[config.mk]
export PLATFORM = sky130hd
export DESIGN_NAME = fp_fma
export DESIGN_NICKNAME = d
export VERILOG_FILES = /design/src/design/fp_pkg.sv /design/src/design/fp_fma.sv /design/src/design/fp_fma_add.sv /design/src/design/fp_fma_mul.sv /design/src/design/fp_lzc.sv
export SDC_FILE = /design/constraint.sdc
export NUM_CORES = 2
export LEC_CHECK = 0
export ABC_AREA = 1
export ABC_CLOCK_PERIOD_IN_PS = 81900
export BUFFER_PORTS_ARGS = -buffer_cell sky130_fd_sc_hd__buf_2
export CAP_MARGIN = 10
export CORE_MARGIN = 4
export CORE_UTILIZATION = 40
export CTS_CLUSTER_DIAMETER = 120
export DETAILED_ROUTE_END_ITERATION = 8
export PLACE_DENSITY = 0.53
export SLEW_MARGIN = 20
export SYNTH_ARGS = -nofsm -noshare
export SYNTH_HDL_FRONTEND = slang
export SYNTH_SLANG_ARGS = --single-unit
[constraint.sdc]
create_clock -name clk_i -period 81.9 [get_ports clk_i]
set_clock_uncertainty 0.1 [all_clocks]
set_input_delay 8.19 -clock clk_i [delete_from_list [all_inputs] [get_ports clk_i]]
set_output_delay 8.19 -clock clk_i [all_outputs]
set_load 0.02 [all_outputs]
[src/design/fp_pkg.sv]
package fp_pkg;

    //////////////////////////////////////////////////////////////////////
    // binary32 format
    //////////////////////////////////////////////////////////////////////

    localparam int FP_WIDTH   = 32;
    localparam int EXP_WIDTH  = 8;
    localparam int MANT_WIDTH = 23;
    localparam int BIAS       = 127;

    // 24x24 significand product
    localparam int PROD_WIDTH = 48;
    localparam int GUARD_BITS = 3;

    localparam int EXP_MAX    = 255;

    typedef logic [FP_WIDTH-1:0] fp_word_t;

    localparam fp_word_t QNAN_DEFAULT = 32'hffc0_0000;
    localparam logic [EXP_WIDTH-1:0] INF_EXP = {EXP_WIDTH{1'b1}};

    //////////////////////////////////////////////////////////////////////
    // enums
    //////////////////////////////////////////////////////////////////////

    typedef enum logic [2:0]
    {
        FP_ZERO,
        FP_NORMAL,
        FP_INF,
        FP_QNAN,
        FP_SNAN
    } fp_class_e;

    // fmsub negates the addend
    typedef enum logic
    {
        FMADD = 1'b0,
        FMSUB = 1'b1
    } fma_op_e;

    typedef enum logic [2:0]
    {
        RNE = 3'b000,
        RTZ = 3'b001,
        RDN = 3'b010,
        RUP = 3'b011,
        RMM = 3'b100
    } round_mode_e;

    // zero exponent reads as zero, subnormals are flushed
    function automatic fp_class_e fp_classify(input fp_word_t word);
        logic [EXP_WIDTH-1:0]  exp_f;
        logic [MANT_WIDTH-1:0] mant_f;
        fp_class_e             cls;

        exp_f  = word[FP_WIDTH-2 -: EXP_WIDTH];
        mant_f = word[MANT_WIDTH-1:0];

        if (exp_f == '0)
            cls = FP_ZERO;
        else if (exp_f != EXP_MAX)
            cls = FP_NORMAL;
        else if (mant_f == '0)
            cls = FP_INF;
        else if (mant_f[MANT_WIDTH-1])
            cls = FP_QNAN;
        else
            cls = FP_SNAN;

        return cls;
    endfunction

endpackage

[src/design/fp_fma.sv]
`timescale 1ns/1ns

module fp_fma
(
    input  logic                clk_i,
    input  logic                rst_n_i,
    input  logic                start_i,
    input  fp_pkg::fp_word_t    a_i,
    input  fp_pkg::fp_word_t    b_i,
    input  fp_pkg::fp_word_t    c_i,
    input  fp_pkg::fma_op_e     op_i,
    input  fp_pkg::round_mode_e rnd_i,
    output fp_pkg::fp_word_t    result_o,
    output logic                round_bit_o,
    output logic                sticky_bit_o,
    output logic                invalid_o,
    output logic                overflow_o,
    output logic                done_o
);

    fp_pkg::fp_class_e                   a_cls;
    fp_pkg::fp_class_e                   b_cls;
    fp_pkg::fp_class_e                   c_cls;
    logic                                a_nan;
    logic                                b_nan;
    logic                                c_nan;
    logic                                a_inf;
    logic                                b_inf;
    logic                                c_inf;
    logic                                a_zero;
    logic                                b_zero;
    logic                                c_zero;
    logic                                snan_in;

    logic                                c_sign_eff;
    logic                                eff_sub;
    logic                                invalid;

    logic                                prod_sign;
    logic signed [fp_pkg::EXP_WIDTH+1:0] prod_exp;
    logic [fp_pkg::PROD_WIDTH-1:0]       prod_mant;

    logic                                sum_sign;
    logic [fp_pkg::EXP_WIDTH-1:0]        sum_exp;
    logic [fp_pkg::MANT_WIDTH-1:0]       sum_mant;
    logic                                sum_round;
    logic                                sum_sticky;
    logic                                sum_zero;
    logic                                sum_ovf;
    logic                                sum_ufl;

    fp_pkg::fp_word_t                    res_d;
    logic                                round_d;
    logic                                sticky_d;
    logic                                overflow_d;

    //////////////////////////////////////////////////////////////////////
    // classification
    //////////////////////////////////////////////////////////////////////

    assign a_cls = fp_pkg::fp_classify(a_i);
    assign b_cls = fp_pkg::fp_classify(b_i);
    assign c_cls = fp_pkg::fp_classify(c_i);

    assign a_nan  = (a_cls == fp_pkg::FP_QNAN) | (a_cls == fp_pkg::FP_SNAN);
    assign b_nan  = (b_cls == fp_pkg::FP_QNAN) | (b_cls == fp_pkg::FP_SNAN);
    assign c_nan  = (c_cls == fp_pkg::FP_QNAN) | (c_cls == fp_pkg::FP_SNAN);
    assign a_inf  = (a_cls == fp_pkg::FP_INF);
    assign b_inf  = (b_cls == fp_pkg::FP_INF);
    assign c_inf  = (c_cls == fp_pkg::FP_INF);
    assign a_zero = (a_cls == fp_pkg::FP_ZERO);
    assign b_zero = (b_cls == fp_pkg::FP_ZERO);
    assign c_zero = (c_cls == fp_pkg::FP_ZERO);

    assign snan_in = (a_cls == fp_pkg::FP_SNAN) | (b_cls == fp_pkg::FP_SNAN) |
                     (c_cls == fp_pkg::FP_SNAN);

    assign c_sign_eff = c_i[fp_pkg::FP_WIDTH-1] ^ (op_i == fp_pkg::FMSUB);
    assign eff_sub    = prod_sign ^ c_sign_eff;

    // inf*0, or inf-inf once the product is known to be infinite
    assign invalid = snan_in | (a_inf & b_zero) | (a_zero & b_inf) |
                     ((a_inf | b_inf) & ~a_nan & ~b_nan & c_inf & eff_sub);

    fp_fma_mul u_mul
    (
        .a_sign_i    (a_i[fp_pkg::FP_WIDTH-1]),
        .a_exp_i     (a_i[fp_pkg::FP_WIDTH-2 -: fp_pkg::EXP_WIDTH]),
        .a_mant_i    (a_i[fp_pkg::MANT_WIDTH-1:0]),
        .b_sign_i    (b_i[fp_pkg::FP_WIDTH-1]),
        .b_exp_i     (b_i[fp_pkg::FP_WIDTH-2 -: fp_pkg::EXP_WIDTH]),
        .b_mant_i    (b_i[fp_pkg::MANT_WIDTH-1:0]),
        .prod_sign_o (prod_sign),
        .prod_exp_o  (prod_exp),
        .prod_mant_o (prod_mant)
    );

    fp_fma_add u_add
    (
        .prod_sign_i  (prod_sign),
        .prod_exp_i   (prod_exp),
        .prod_mant_i  (prod_mant),
        .c_sign_i     (c_sign_eff),
        .c_exp_i      (c_i[fp_pkg::FP_WIDTH-2 -: fp_pkg::EXP_WIDTH]),
        .c_mant_i     (c_i[fp_pkg::MANT_WIDTH-1:0]),
        .eff_sub_i    (eff_sub),
        .rnd_i        (rnd_i),
        .sum_sign_o   (sum_sign),
        .sum_exp_o    (sum_exp),
        .sum_mant_o   (sum_mant),
        .round_bit_o  (sum_round),
        .sticky_bit_o (sum_sticky),
        .zero_o       (sum_zero),
        .ovf_o        (sum_ovf),
        .ufl_o        (sum_ufl)
    );

    //////////////////////////////////////////////////////////////////////
    // result select
    //////////////////////////////////////////////////////////////////////

    always_comb
    begin
        res_d      = '0;
        round_d    = 1'b0;
        sticky_d   = 1'b0;
        overflow_d = 1'b0;

        if (invalid)
            res_d = fp_pkg::QNAN_DEFAULT;
        // nans come back quieted
        else if (a_nan)
            res_d = {a_i[fp_pkg::FP_WIDTH-1:fp_pkg::MANT_WIDTH], 1'b1,
                     a_i[fp_pkg::MANT_WIDTH-2:0]};
        else if (b_nan)
            res_d = {b_i[fp_pkg::FP_WIDTH-1:fp_pkg::MANT_WIDTH], 1'b1,
                     b_i[fp_pkg::MANT_WIDTH-2:0]};
        else if (c_nan)
            res_d = {c_i[fp_pkg::FP_WIDTH-1:fp_pkg::MANT_WIDTH], 1'b1,
                     c_i[fp_pkg::MANT_WIDTH-2:0]};
        else if (a_inf | b_inf)
            res_d = {prod_sign, fp_pkg::INF_EXP, {fp_pkg::MANT_WIDTH{1'b0}}};
        else if (c_inf)
            res_d = {c_sign_eff, fp_pkg::INF_EXP, {fp_pkg::MANT_WIDTH{1'b0}}};
        else if (a_zero | b_zero)
        begin
            // zero product passes c through, unlike-signed zeros follow rdn
            if (c_zero)
                res_d = {eff_sub ? (rnd_i == fp_pkg::RDN) : prod_sign,
                         {(fp_pkg::FP_WIDTH-1){1'b0}}};
            else
                res_d = {c_sign_eff, c_i[fp_pkg::FP_WIDTH-2:0]};
        end
        else if (sum_ovf)
        begin
            res_d      = {sum_sign, fp_pkg::INF_EXP, {fp_pkg::MANT_WIDTH{1'b0}}};
            overflow_d = 1'b1;
        end
        else if (sum_ufl | sum_zero)
            res_d = {sum_sign, {(fp_pkg::FP_WIDTH-1){1'b0}}};
        else
        begin
            res_d    = {sum_sign, sum_exp, sum_mant};
            round_d  = sum_round;
            sticky_d = sum_sticky;
        end
    end

    //////////////////////////////////////////////////////////////////////
    // output register
    //////////////////////////////////////////////////////////////////////

    always_ff @(posedge clk_i)
    begin
        if (!rst_n_i)
        begin
            result_o     <= '0;
            round_bit_o  <= 1'b0;
            sticky_bit_o <= 1'b0;
            invalid_o    <= 1'b0;
            overflow_o   <= 1'b0;
            done_o       <= 1'b0;
        end
        else
        begin
            done_o <= start_i;
            if (start_i)
            begin
                result_o     <= res_d;
                round_bit_o  <= round_d;
                sticky_bit_o <= sticky_d;
                invalid_o    <= invalid;
                overflow_o   <= overflow_d;
            end
        end
    end

endmodule

[src/design/fp_fma_add.sv]
`timescale 1ns/1ns

module fp_fma_add
(
    input  logic                                prod_sign_i,
    input  logic signed [fp_pkg::EXP_WIDTH+1:0] prod_exp_i,
    input  logic [fp_pkg::PROD_WIDTH-1:0]       prod_mant_i,
    input  logic                                c_sign_i,
    input  logic [fp_pkg::EXP_WIDTH-1:0]        c_exp_i,
    input  logic [fp_pkg::MANT_WIDTH-1:0]       c_mant_i,
    input  logic                                eff_sub_i,
    input  fp_pkg::round_mode_e                 rnd_i,
    output logic                                sum_sign_o,
    output logic [fp_pkg::EXP_WIDTH-1:0]        sum_exp_o,
    output logic [fp_pkg::MANT_WIDTH-1:0]       sum_mant_o,
    output logic                                round_bit_o,
    output logic                                sticky_bit_o,
    output logic                                zero_o,
    output logic                                ovf_o,
    output logic                                ufl_o
);

    logic                                                      c_zero;
    logic [fp_pkg::PROD_WIDTH-1:0]                             c_sig;
    logic signed [fp_pkg::EXP_WIDTH+1:0]                       c_exp;
    logic                                                      c_bigger;

    logic                                                      big_sign;
    logic signed [fp_pkg::EXP_WIDTH+1:0]                       big_exp;
    logic [fp_pkg::PROD_WIDTH-1:0]                             big_sig;
    logic [fp_pkg::PROD_WIDTH-1:0]                             small_sig;
    logic [fp_pkg::EXP_WIDTH+1:0]                              exp_diff;
    logic [fp_pkg::EXP_WIDTH+1:0]                              align_shift;

    logic [fp_pkg::PROD_WIDTH+fp_pkg::GUARD_BITS-1:0]          big_ext;
    logic [fp_pkg::PROD_WIDTH+fp_pkg::GUARD_BITS-1:0]          small_ext;
    logic [2*(fp_pkg::PROD_WIDTH+fp_pkg::GUARD_BITS)-1:0]      align_wide;
    logic                                                      align_sticky;

    logic [fp_pkg::PROD_WIDTH+fp_pkg::GUARD_BITS+1:0]          raw_sum;
    logic                                                      carry;
    logic [$clog2(fp_pkg::PROD_WIDTH+fp_pkg::GUARD_BITS+2)-1:0] lz_cnt;
    logic                                                      lz_zero;
    logic [fp_pkg::PROD_WIDTH+fp_pkg::GUARD_BITS:0]            norm_sum;
    logic signed [fp_pkg::EXP_WIDTH+1:0]                       res_exp;

    //////////////////////////////////////////////////////////////////////
    // operand swap
    //////////////////////////////////////////////////////////////////////

    // addend placed in the product format, leading one on the top bit
    assign c_zero = (c_exp_i == '0);
    assign c_sig  = c_zero ? '0
                  : {1'b1, c_mant_i, {(fp_pkg::PROD_WIDTH-fp_pkg::MANT_WIDTH-1){1'b0}}};
    assign c_exp  = $signed({2'b00, c_exp_i});

    // a zero addend never wins, the product may carry a negative exponent
    assign c_bigger = ~c_zero & ((c_exp > prod_exp_i) |
                                 ((c_exp == prod_exp_i) & (c_sig > prod_mant_i)));

    assign big_sign  = c_bigger ? c_sign_i    : prod_sign_i;
    assign big_exp   = c_bigger ? c_exp       : prod_exp_i;
    assign big_sig   = c_bigger ? c_sig       : prod_mant_i;
    assign small_sig = c_bigger ? prod_mant_i : c_sig;
    assign exp_diff  = c_bigger ? c_exp - prod_exp_i : prod_exp_i - c_exp;

    //////////////////////////////////////////////////////////////////////
    // alignment with sticky
    //////////////////////////////////////////////////////////////////////

    // past the full width everything lands in the sticky half
    assign align_shift =
        (exp_diff > (fp_pkg::EXP_WIDTH+2)'(fp_pkg::PROD_WIDTH + fp_pkg::GUARD_BITS)) ?
        (fp_pkg::EXP_WIDTH+2)'(fp_pkg::PROD_WIDTH + fp_pkg::GUARD_BITS) : exp_diff;

    assign big_ext   = {big_sig, {fp_pkg::GUARD_BITS{1'b0}}};
    assign small_ext = {small_sig, {fp_pkg::GUARD_BITS{1'b0}}};

    assign align_wide =
        {small_ext, {(fp_pkg::PROD_WIDTH+fp_pkg::GUARD_BITS){1'b0}}} >> align_shift;
    assign align_sticky = |align_wide[fp_pkg::PROD_WIDTH+fp_pkg::GUARD_BITS-1:0];

    // sticky enters as the lsb, below the guard bits
    always_comb
    begin
        if (eff_sub_i)
            raw_sum = {1'b0, big_ext, 1'b0}
                    - {1'b0, align_wide[$bits(align_wide)-1 -: $bits(big_ext)], align_sticky};
        else
            raw_sum = {1'b0, big_ext, 1'b0}
                    + {1'b0, align_wide[$bits(align_wide)-1 -: $bits(big_ext)], align_sticky};
    end

    //////////////////////////////////////////////////////////////////////
    // normalize
    //////////////////////////////////////////////////////////////////////

    assign carry = raw_sum[fp_pkg::PROD_WIDTH+fp_pkg::GUARD_BITS+1];

    fp_lzc
    #(
        .WIDTH (fp_pkg::PROD_WIDTH + fp_pkg::GUARD_BITS + 1)
    )
    u_lzc
    (
        .in_i       (raw_sum[fp_pkg::PROD_WIDTH+fp_pkg::GUARD_BITS:0]),
        .count_o    (lz_cnt),
        .all_zero_o (lz_zero)
    );

    always_comb
    begin
        if (carry)
        begin
            norm_sum = raw_sum[fp_pkg::PROD_WIDTH+fp_pkg::GUARD_BITS+1:1];
            res_exp  = big_exp + 1'b1;
        end
        else
        begin
            norm_sum = raw_sum[fp_pkg::PROD_WIDTH+fp_pkg::GUARD_BITS:0] << lz_cnt;
            res_exp  = big_exp - lz_cnt;
        end
    end

    // exact cancellation
    assign zero_o     = ~carry & lz_zero;
    assign sum_sign_o = zero_o ? (rnd_i == fp_pkg::RDN) : big_sign;

    // hidden one dropped, then round bit, rest is sticky
    assign sum_exp_o    = res_exp[fp_pkg::EXP_WIDTH-1:0];
    assign sum_mant_o   = norm_sum[$bits(norm_sum)-2 -: fp_pkg::MANT_WIDTH];
    assign round_bit_o  = norm_sum[$bits(norm_sum)-2-fp_pkg::MANT_WIDTH];
    assign sticky_bit_o = (|norm_sum[$bits(norm_sum)-3-fp_pkg::MANT_WIDTH:0]) |
                          (carry & raw_sum[0]);

    assign ovf_o = ~zero_o & (res_exp > (fp_pkg::EXP_MAX - 1));
    assign ufl_o = ~zero_o & (res_exp < 1);

endmodule

[src/design/fp_fma_mul.sv]
`timescale 1ns/1ns

module fp_fma_mul
(
    input  logic                                a_sign_i,
    input  logic [fp_pkg::EXP_WIDTH-1:0]        a_exp_i,
    input  logic [fp_pkg::MANT_WIDTH-1:0]       a_mant_i,
    input  logic                                b_sign_i,
    input  logic [fp_pkg::EXP_WIDTH-1:0]        b_exp_i,
    input  logic [fp_pkg::MANT_WIDTH-1:0]       b_mant_i,
    output logic                                prod_sign_o,
    output logic signed [fp_pkg::EXP_WIDTH+1:0] prod_exp_o,
    output logic [fp_pkg::PROD_WIDTH-1:0]       prod_mant_o
);

    logic [fp_pkg::MANT_WIDTH:0]             a_sig;
    logic [fp_pkg::MANT_WIDTH:0]             b_sig;
    logic [fp_pkg::PROD_WIDTH-1:0]           raw_prod;
    logic                                    carry;
    logic [$clog2(fp_pkg::PROD_WIDTH+1)-1:0] lz_cnt;
    logic [fp_pkg::EXP_WIDTH+1:0]            exp_sum;

    //////////////////////////////////////////////////////////////////////
    // exact significand product
    //////////////////////////////////////////////////////////////////////

    // hidden ones, operands are normal here
    assign a_sig = {1'b1, a_mant_i};
    assign b_sig = {1'b1, b_mant_i};

    assign raw_prod    = a_sig * b_sig;
    assign prod_sign_o = a_sign_i ^ b_sign_i;

    // product lies in [1, 4), so the carry is the top bit
    assign carry = raw_prod[fp_pkg::PROD_WIDTH-1];

    fp_lzc
    #(
        .WIDTH (fp_pkg::PROD_WIDTH)
    )
    u_lzc
    (
        .in_i       (raw_prod),
        .count_o    (lz_cnt),
        .all_zero_o ()
    );

    //////////////////////////////////////////////////////////////////////
    // normalize
    //////////////////////////////////////////////////////////////////////

    // biased exponent when the leading one sits on the top bit
    assign exp_sum = {2'b00, a_exp_i} + {2'b00, b_exp_i}
                   - (fp_pkg::EXP_WIDTH+2)'(fp_pkg::BIAS - 1);

    always_comb
    begin
        if (carry)
        begin
            prod_mant_o = raw_prod;
            prod_exp_o  = exp_sum;
        end
        else
        begin
            prod_mant_o = raw_prod << lz_cnt;
            prod_exp_o  = exp_sum - (fp_pkg::EXP_WIDTH+2)'(lz_cnt);
        end
    end

endmodule

[src/design/fp_lzc.sv]
`timescale 1ns/1ns

module fp_lzc
#(
    parameter int WIDTH = 48
)
(
    input  logic [WIDTH-1:0]           in_i,
    output logic [$clog2(WIDTH+1)-1:0] count_o,
    output logic                       all_zero_o
);

    logic found;

    // walk down from the msb until the first one
    always_comb
    begin
        count_o = '0;
        found   = 1'b0;
        for (int i = WIDTH - 1; i >= 0; i--)
        begin
            if (!found)
            begin
                if (in_i[i])
                    found = 1'b1;
                else
                    count_o = count_o + 1'b1;
            end
        end
    end

    // count_o equals WIDTH here
    assign all_zero_o = ~found;

endmodule

# Word level (Yosys, flattened, before mapping)
# Index checks and enable logic that the tools add are counted.
[classes] addsub=107 mul=1 magnitude_cmp=5 eq_ne=14 shift=3 n_mux=456 n_bitwise=34 n_reduce_logical=11
[op_table] operator="2-to-1 mux 6 bit" n=196
[op_table] operator="adder 6 x 1 -> 6 bit, second input constant" n=98
[op_table] operator="2-to-1 mux 32 bit" n=8
[op_table] operator="2-to-1 mux 1 bit" n=227
[op_table] operator="2-to-1 mux 48 bit" n=4
[op_table] operator=">> shifter 102 x 10 -> 102 bit" n=1
[op_table] operator="logical NOT 23 bit" n=3
[op_table] operator="2-to-1 mux 31 bit" n=2
[op_table] operator="adder 52 x 52 -> 53 bit" n=1
[op_table] operator="2-to-1 mux 53 bit" n=1
[op_table] operator="subtractor 52 x 52 -> 53 bit" n=1
[op_table] operator="left shift 52 x 6 -> 51 bit" n=1
[op_table] operator="2-to-1 mux 51 bit" n=1
[op_table] operator="OR reduction 51 bit" n=1
[op_table] operator="2-to-1 mux 10 bit" n=5
[op_table] operator="> comparator 48 bit" n=1
[op_table] operator="multiplier 24 x 24 -> 48 bit" n=1
[op_table] operator="left shift 48 x 6 -> 48 bit" n=1
[op_table] operator="2-to-1 mux 3 bit" n=12
[op_table] operator="OR reduction 27 bit" n=1
[op_table] operator="logical NOT 8 bit" n=3
[op_table] operator="!= test 8 bit, second input constant" n=3
[op_table] operator="== test 3 x 2 -> 1 bit, second input constant" n=7
[op_table] operator="subtractor 10 x 6 -> 10 bit" n=2
[op_table] operator="other kinds (16)" n=50
[word_totals] register_bits=37 in_bits=103 output_inout_bits=37 wordCells=637

# Depth between registers and ports, before layout
[logic_depth] word_depth=324 mapped_depth=476 depth_no_buf=467

# Hierarchy
# A second synthesis with hierarchy kept.
[unflattened] hier_cells=10269 area_unflattened_um2=57675.3
[by_module_without_submodules] module="fp_fma_mul" n_inst=1 cells_each=3695 area_each_um2=24633.6
[by_module_without_submodules] module="fp_fma_add" n_inst=1 cells_each=3717 area_each_um2=18098.6
[by_module_without_submodules] module="fp_lzc at u_add.u_lzc" n_inst=1 cells_each=1192 area_each_um2=6044.5
[by_module_without_submodules] module="fp_lzc at u_mul.u_lzc" n_inst=1 cells_each=1104 area_each_um2=5635.4
[by_module_without_submodules] module="fp_fma" n_inst=1 cells_each=561 area_each_um2=3263.1

# Least setup slack after synthesis
# Ideal clock, no wire load.
[synth_timing] path_kind="input to register" from="input b_i[5]" to="register result_o[5]" setup_ns=0.134 arrival_ns=75.509 path_slack_ns=6.157 path_stages=458 n_path_buf=13 path_cell_list="bufbuf_16 clkbuf_1 nand2_1 fa_1 inv_1 fa_1 inv_1 fa_1 inv_1 fa_1 inv_1 fa_1 inv_1 fa_1 inv_1 fa_1 inv_1 ha_1 (+422 left out) a21oi_1 o21bai_1 nand2_1 nand2_1 a21oi_1 xor2_1 inv_1 nor4_1 nor2_4 buf_6 nand3_2 nand2_1 nand2_1 nand2_1 nand2_1 nand2_1 nand2_1 a21oi_2"
[synth_between] elab_chain_cells=324
[synth_lines] item="start: declaration" line="fp_fma.sv:9" source="input fp_pkg::fp_word_t b_i,"
[synth_lines] item="multiplier 24 x 24 -> 48 bit" line="fp_fma_mul.sv:31" source="assign raw_prod = a_sig * b_sig;"
[synth_lines] item="2-to-1 mux 1 bit" line="fp_lzc.sv:24" source="if (in_i[i])"
[synth_lines] item="adder 6 x 1 -> 6 bit" line="fp_lzc.sv:27" source="count_o = count_o + 1'b1;"
[synth_lines] item="2-to-1 mux 6 bit" line="fp_lzc.sv:24"
[synth_lines] item="2-to-1 mux 6 bit" line="fp_lzc.sv:22" source="if (!found)"
[synth_lines] item="adder 6 x 1 -> 6 bit" line="fp_lzc.sv:27"
[synth_lines] item="2-to-1 mux 6 bit" line="fp_lzc.sv:24"
[synth_lines] item="2-to-1 mux 6 bit" line="fp_lzc.sv:22"
[synth_lines] item="(+308 left out)"
[synth_lines] item="2-to-1 mux 31 bit" line="fp_fma.sv:154" source="else if (sum_ovf)"
[synth_lines] item="2-to-1 mux 32 bit" line="fp_fma.sv:145" source="else if (a_zero | b_zero)"
[synth_lines] item="2-to-1 mux 32 bit" line="fp_fma.sv:143" source="else if (c_inf)"
[synth_lines] item="2-to-1 mux 32 bit" line="fp_fma.sv:141" source="else if (a_inf | b_inf)"
[synth_lines] item="2-to-1 mux 32 bit" line="fp_fma.sv:138" source="else if (c_nan)"
[synth_lines] item="2-to-1 mux 32 bit" line="fp_fma.sv:135" source="else if (b_nan)"
[synth_lines] item="2-to-1 mux 32 bit" line="fp_fma.sv:132" source="else if (a_nan)"
[synth_lines] item="2-to-1 mux 32 bit *" line="fp_fma.sv:129" source="if (invalid)"
[synth_lines] item="end signal: assignment" line="fp_fma.sv:189" source="result_o <= res_d;"
[synth_lines] item="end: declaration" line="fp_fma.sv:13" source="output fp_pkg::fp_word_t result_o,"
# Mark *: on every way between the ends. The rest lies on a longest branch, timed or not.
# A chain may end at the register's enable or synchronous reset.

# Worst setup path in the final report
[layout_timing] from="input b_i[12]" to="register result_o[12]"
# Same word-level chain as after synthesis.

==> results by group <==
Worst hold path
  • Worst Min Path Start: round_bit_o
  • Worst hold path class: reg2reg
  • WHS Path Cells: 2

Critical path
  • Critical path arrival: 77540 ps
  • Reg2Reg Setup Slack: 80970 ps
  • Most Frequent Cell on Critical Path: ha_1
  • Crit path launch: b_i[12]
  • Worst reg2reg path depth: 2
  • Worst setup EP type: register
  • Critical Path End: result_o[12]
  • Worst EP required: just over 80000 ps
  • Critical path's slowest cell: fa_1
  • Max Fanout on Critical Path: 19
  • Worst setup SP type: input port
  • Reg-to-Reg Start: result_o[2]
  • CP max stage delay: about 560 ps
  • R2r endpoint: result_o[2]
  • Critical path class: in2reg

Cells and area
  • Final net count: 10600
  • Share of layout cells above drive strength 1: between 9 and 10%
  • Multi-input logic area: 45300 µm²
  • Non-filler cells, final: 11400
  • Layout fillers: 15500
  • Register area: 741 µm²
  • Area grow syn2layout: 7.05%

Route
  • DR vias/cell: between 5 and 6
  • Drt pass-1 iters: 7
  • Final WL: 228 mm
  • Wire length on met2: 95.4 mm
  • # DRC: 0
  • DR vias: about 60000
  • Post-route ant nets: 0
  • DR WL met3: 17.8 mm
  • Per-cell routed wire length: 20.0 µm
  • Metal-1 WL: 108 mm
  • Top Metal Used: met5
  • Initial detailed-routing violation count: 5920

Clock network
  • Clock transition at path regs: 60 ps
  • Clock latency on the worst-skew pair: 290 ps
  • Hold_buf cts: 0
  • Clock tree buffer depth: 2
  • CTS tree: done
  • Clock Sinks: 37
  • H-tree depth: 2
  • Num CTS Buffers: 5
  • CTS root buf: clkbuf_16

Logic synthesis
  • Cell area after synthesis: 55500 µm²
  • Synth Register Bits: 37
  • Cells after synthesis: roughly 9700
  • Largest family of logic cells by synthesized area: simple AND/OR/NAND/NOR gates
  • Leading post-synthesis cells by cell area: nand2_1 21%, fa_1 18%, inv_1 14%
  • Synth Net Count: 10700
  • Sequential cell area fraction in the yosys report: 1.34%
  • Top-area cell type share of the netlist area: 21.3%
  • Yosys warning count: 0
  • Post-synth cell types: 86
  • Ys flop type: dfxtp_1
  • Post-Synth Simple-Gate Area: 37.6%
  • Post-synthesis mux area share: less than 1%
  • Xor-xnor portion of the synthesized cell area: between 3 and 4%
  • Post-synth EDFFs: 0
  • Syn Area/Cell: ~5.7 µm²
  • Post-synthesis adder-cell area fraction: 27.3%
  • Dominant cell type by area after synthesis: nand2_1
  • Asr flop ratio synth: 0%
  • Post-synthesis compound-gate area fraction: 12.0%

Floorplanning
  • Core Area: 138000 µm²
  • Die X: about 380 µm
  • Die Span Y: between 300 and 400 µm
  • Ports: 140
  • FP Rows: 136
  • Initial Utilization: 40.3%
  • Die ar.: between 100000 and 150000 µm²

STA
  • Max Clock Freq: 12.9 MHz
  • Final Cycle Share: 94.6%
  • Final hold violation count: 0
  • Final slew viol count: 0
  • Min Tclk post-route: about 78000 ps
  • Setup violators final: 0
  • Slew headroom: 13.8%
  • Worst Tran Pin Value: around 1300 ps
  • Min Hold Slack: 368 ps

Global route
  • Vias in the first global route: around 56000
  • Largest net degree at the start of global routing: 65
  • Total GRT Usage: 30.2%
  • Remaining Overflow, GRT: 0
  • First-pass GRT wire length: 342 mm
  • Initial antenna violation count: 5

Placement
  • Post-DP HPWL: 194 mm
  • Placed cell count: 11300
  • PortBufs: 139
  • Gpl congestion: 1.03

Run status
  • Outcome: finished clean

Flow run
  • Maxcap violations: 0
[worst max-delay path, delay by kind of cell]
kind	cells	cell delay (ps)
AND/OR/NAND/NOR	174	21340
XOR/XNOR	2	520
buffers and inverters	94	6600
adder cells (fa/ha/maj)	104	30140
multiplexers	2	260
AO/OA/AOI/OAI	72	10350
[state kept, by name (all words and copies together) (netlist names)]
name	count
done_o	1
invalid_o	1
overflow_o	1
result_o	32
round_bit_o	1
sticky_bit_o	1
[repair_timing]
action,in CTS,in global routing
pin swaps,0,83
setup endpoints to repair,6,34
resized for setup,13,461
gates cloned,0,10
setup buffers,0,74
[metrics by stage]
| step | worst slack (ps) | TNS [ps] | utilization (%) | instance area [µm²] |
|---|---|---|---|---|
| 2_1_floorplan | 6160 | 0 | - | 55500 |
| 6_report | 4400 | 0 | 43.1 | 59400 |
| 3_3_place_gp | 992 | 0 | 41.4 | 56900 |
| 5_1_grt | -333 | -5530 | 43.1 | 59400 |
| 4_1_cts | 1.33 | 0 | 41.5 | 57100 |
| 3_5_place_dp | -239 | -2150 | 41.4 | 56900 |
[synthesized netlist by cell type, types with 31 or more instances]
library cell	instances
nand2_1	3149
inv_1	2000
a21oi_1	367
nor3_1	66
o211ai_1	34
clkbuf_8	38
nand4_1	151
inv_2	98
fa_1	488
o21ai_0	437
clkbuf_1	215
or2_2	33
ha_1	430
dfxtp_1	37
o21ai_1	124
xor2_1	138
nor2_4	74
nand2_2	108
nor2_1	607
nand3_1	490
buf_4	34
buf_6	31
nor2_2	34
xnor2_1	53
[layout make-up]
type / count / area share, %
multi-input combinational: 7135 / 76.3
inverter: 2127 / 13.6
timing repair buffer: 320 / 4.84
tap: 1794 / 3.78
sequential: 37 / 1.25
clock buffer: 5 / 0.211
clock inverter: 3 / 0.0295
antenna: 4 / 0.0169
[layer usage]
layer / vias up / GRT usage, %
met4: 4 / 7.53
met1: 28400 / 45.2
met5: - / 0
met3: 239 / 3.66
li1: 29400 / -
met2: 2167 / 45.8
[how the worst min path moves through the flow]
stage	end
floorplan	result_o[10]
global placement	sticky_bit_o
detailed placement	result_o[17]
CTS	result_o[17]
global route	result_o[6]
finish	round_bit_o
[placed cells by master, fill, tap and decap left out, drive strengths merged, types with 37 or more instances in the layout]
cell      n
nand4   155
or2      39
buf     315
inv    2102
o21ai   576
nor3     67
xor2    139
fa      488
dfxtp    37
xnor2    53
nor2    718
nand2  3284
ha      430
nand3   520
a21oi   378
[cells by family after synthesis]
family / Yosys count
AND/OR/NAND/NOR: 4829
buffers and inverters: 2493
AO/OA/AOI/OAI: 1182
adder cells (fa/ha/maj): 918
XOR/XNOR: 194
flip-flops: 37
multiplexers: 4
Power is not shown: default switching activity piles up to over one toggle a cycle in this logic, so the estimate is an artifact.
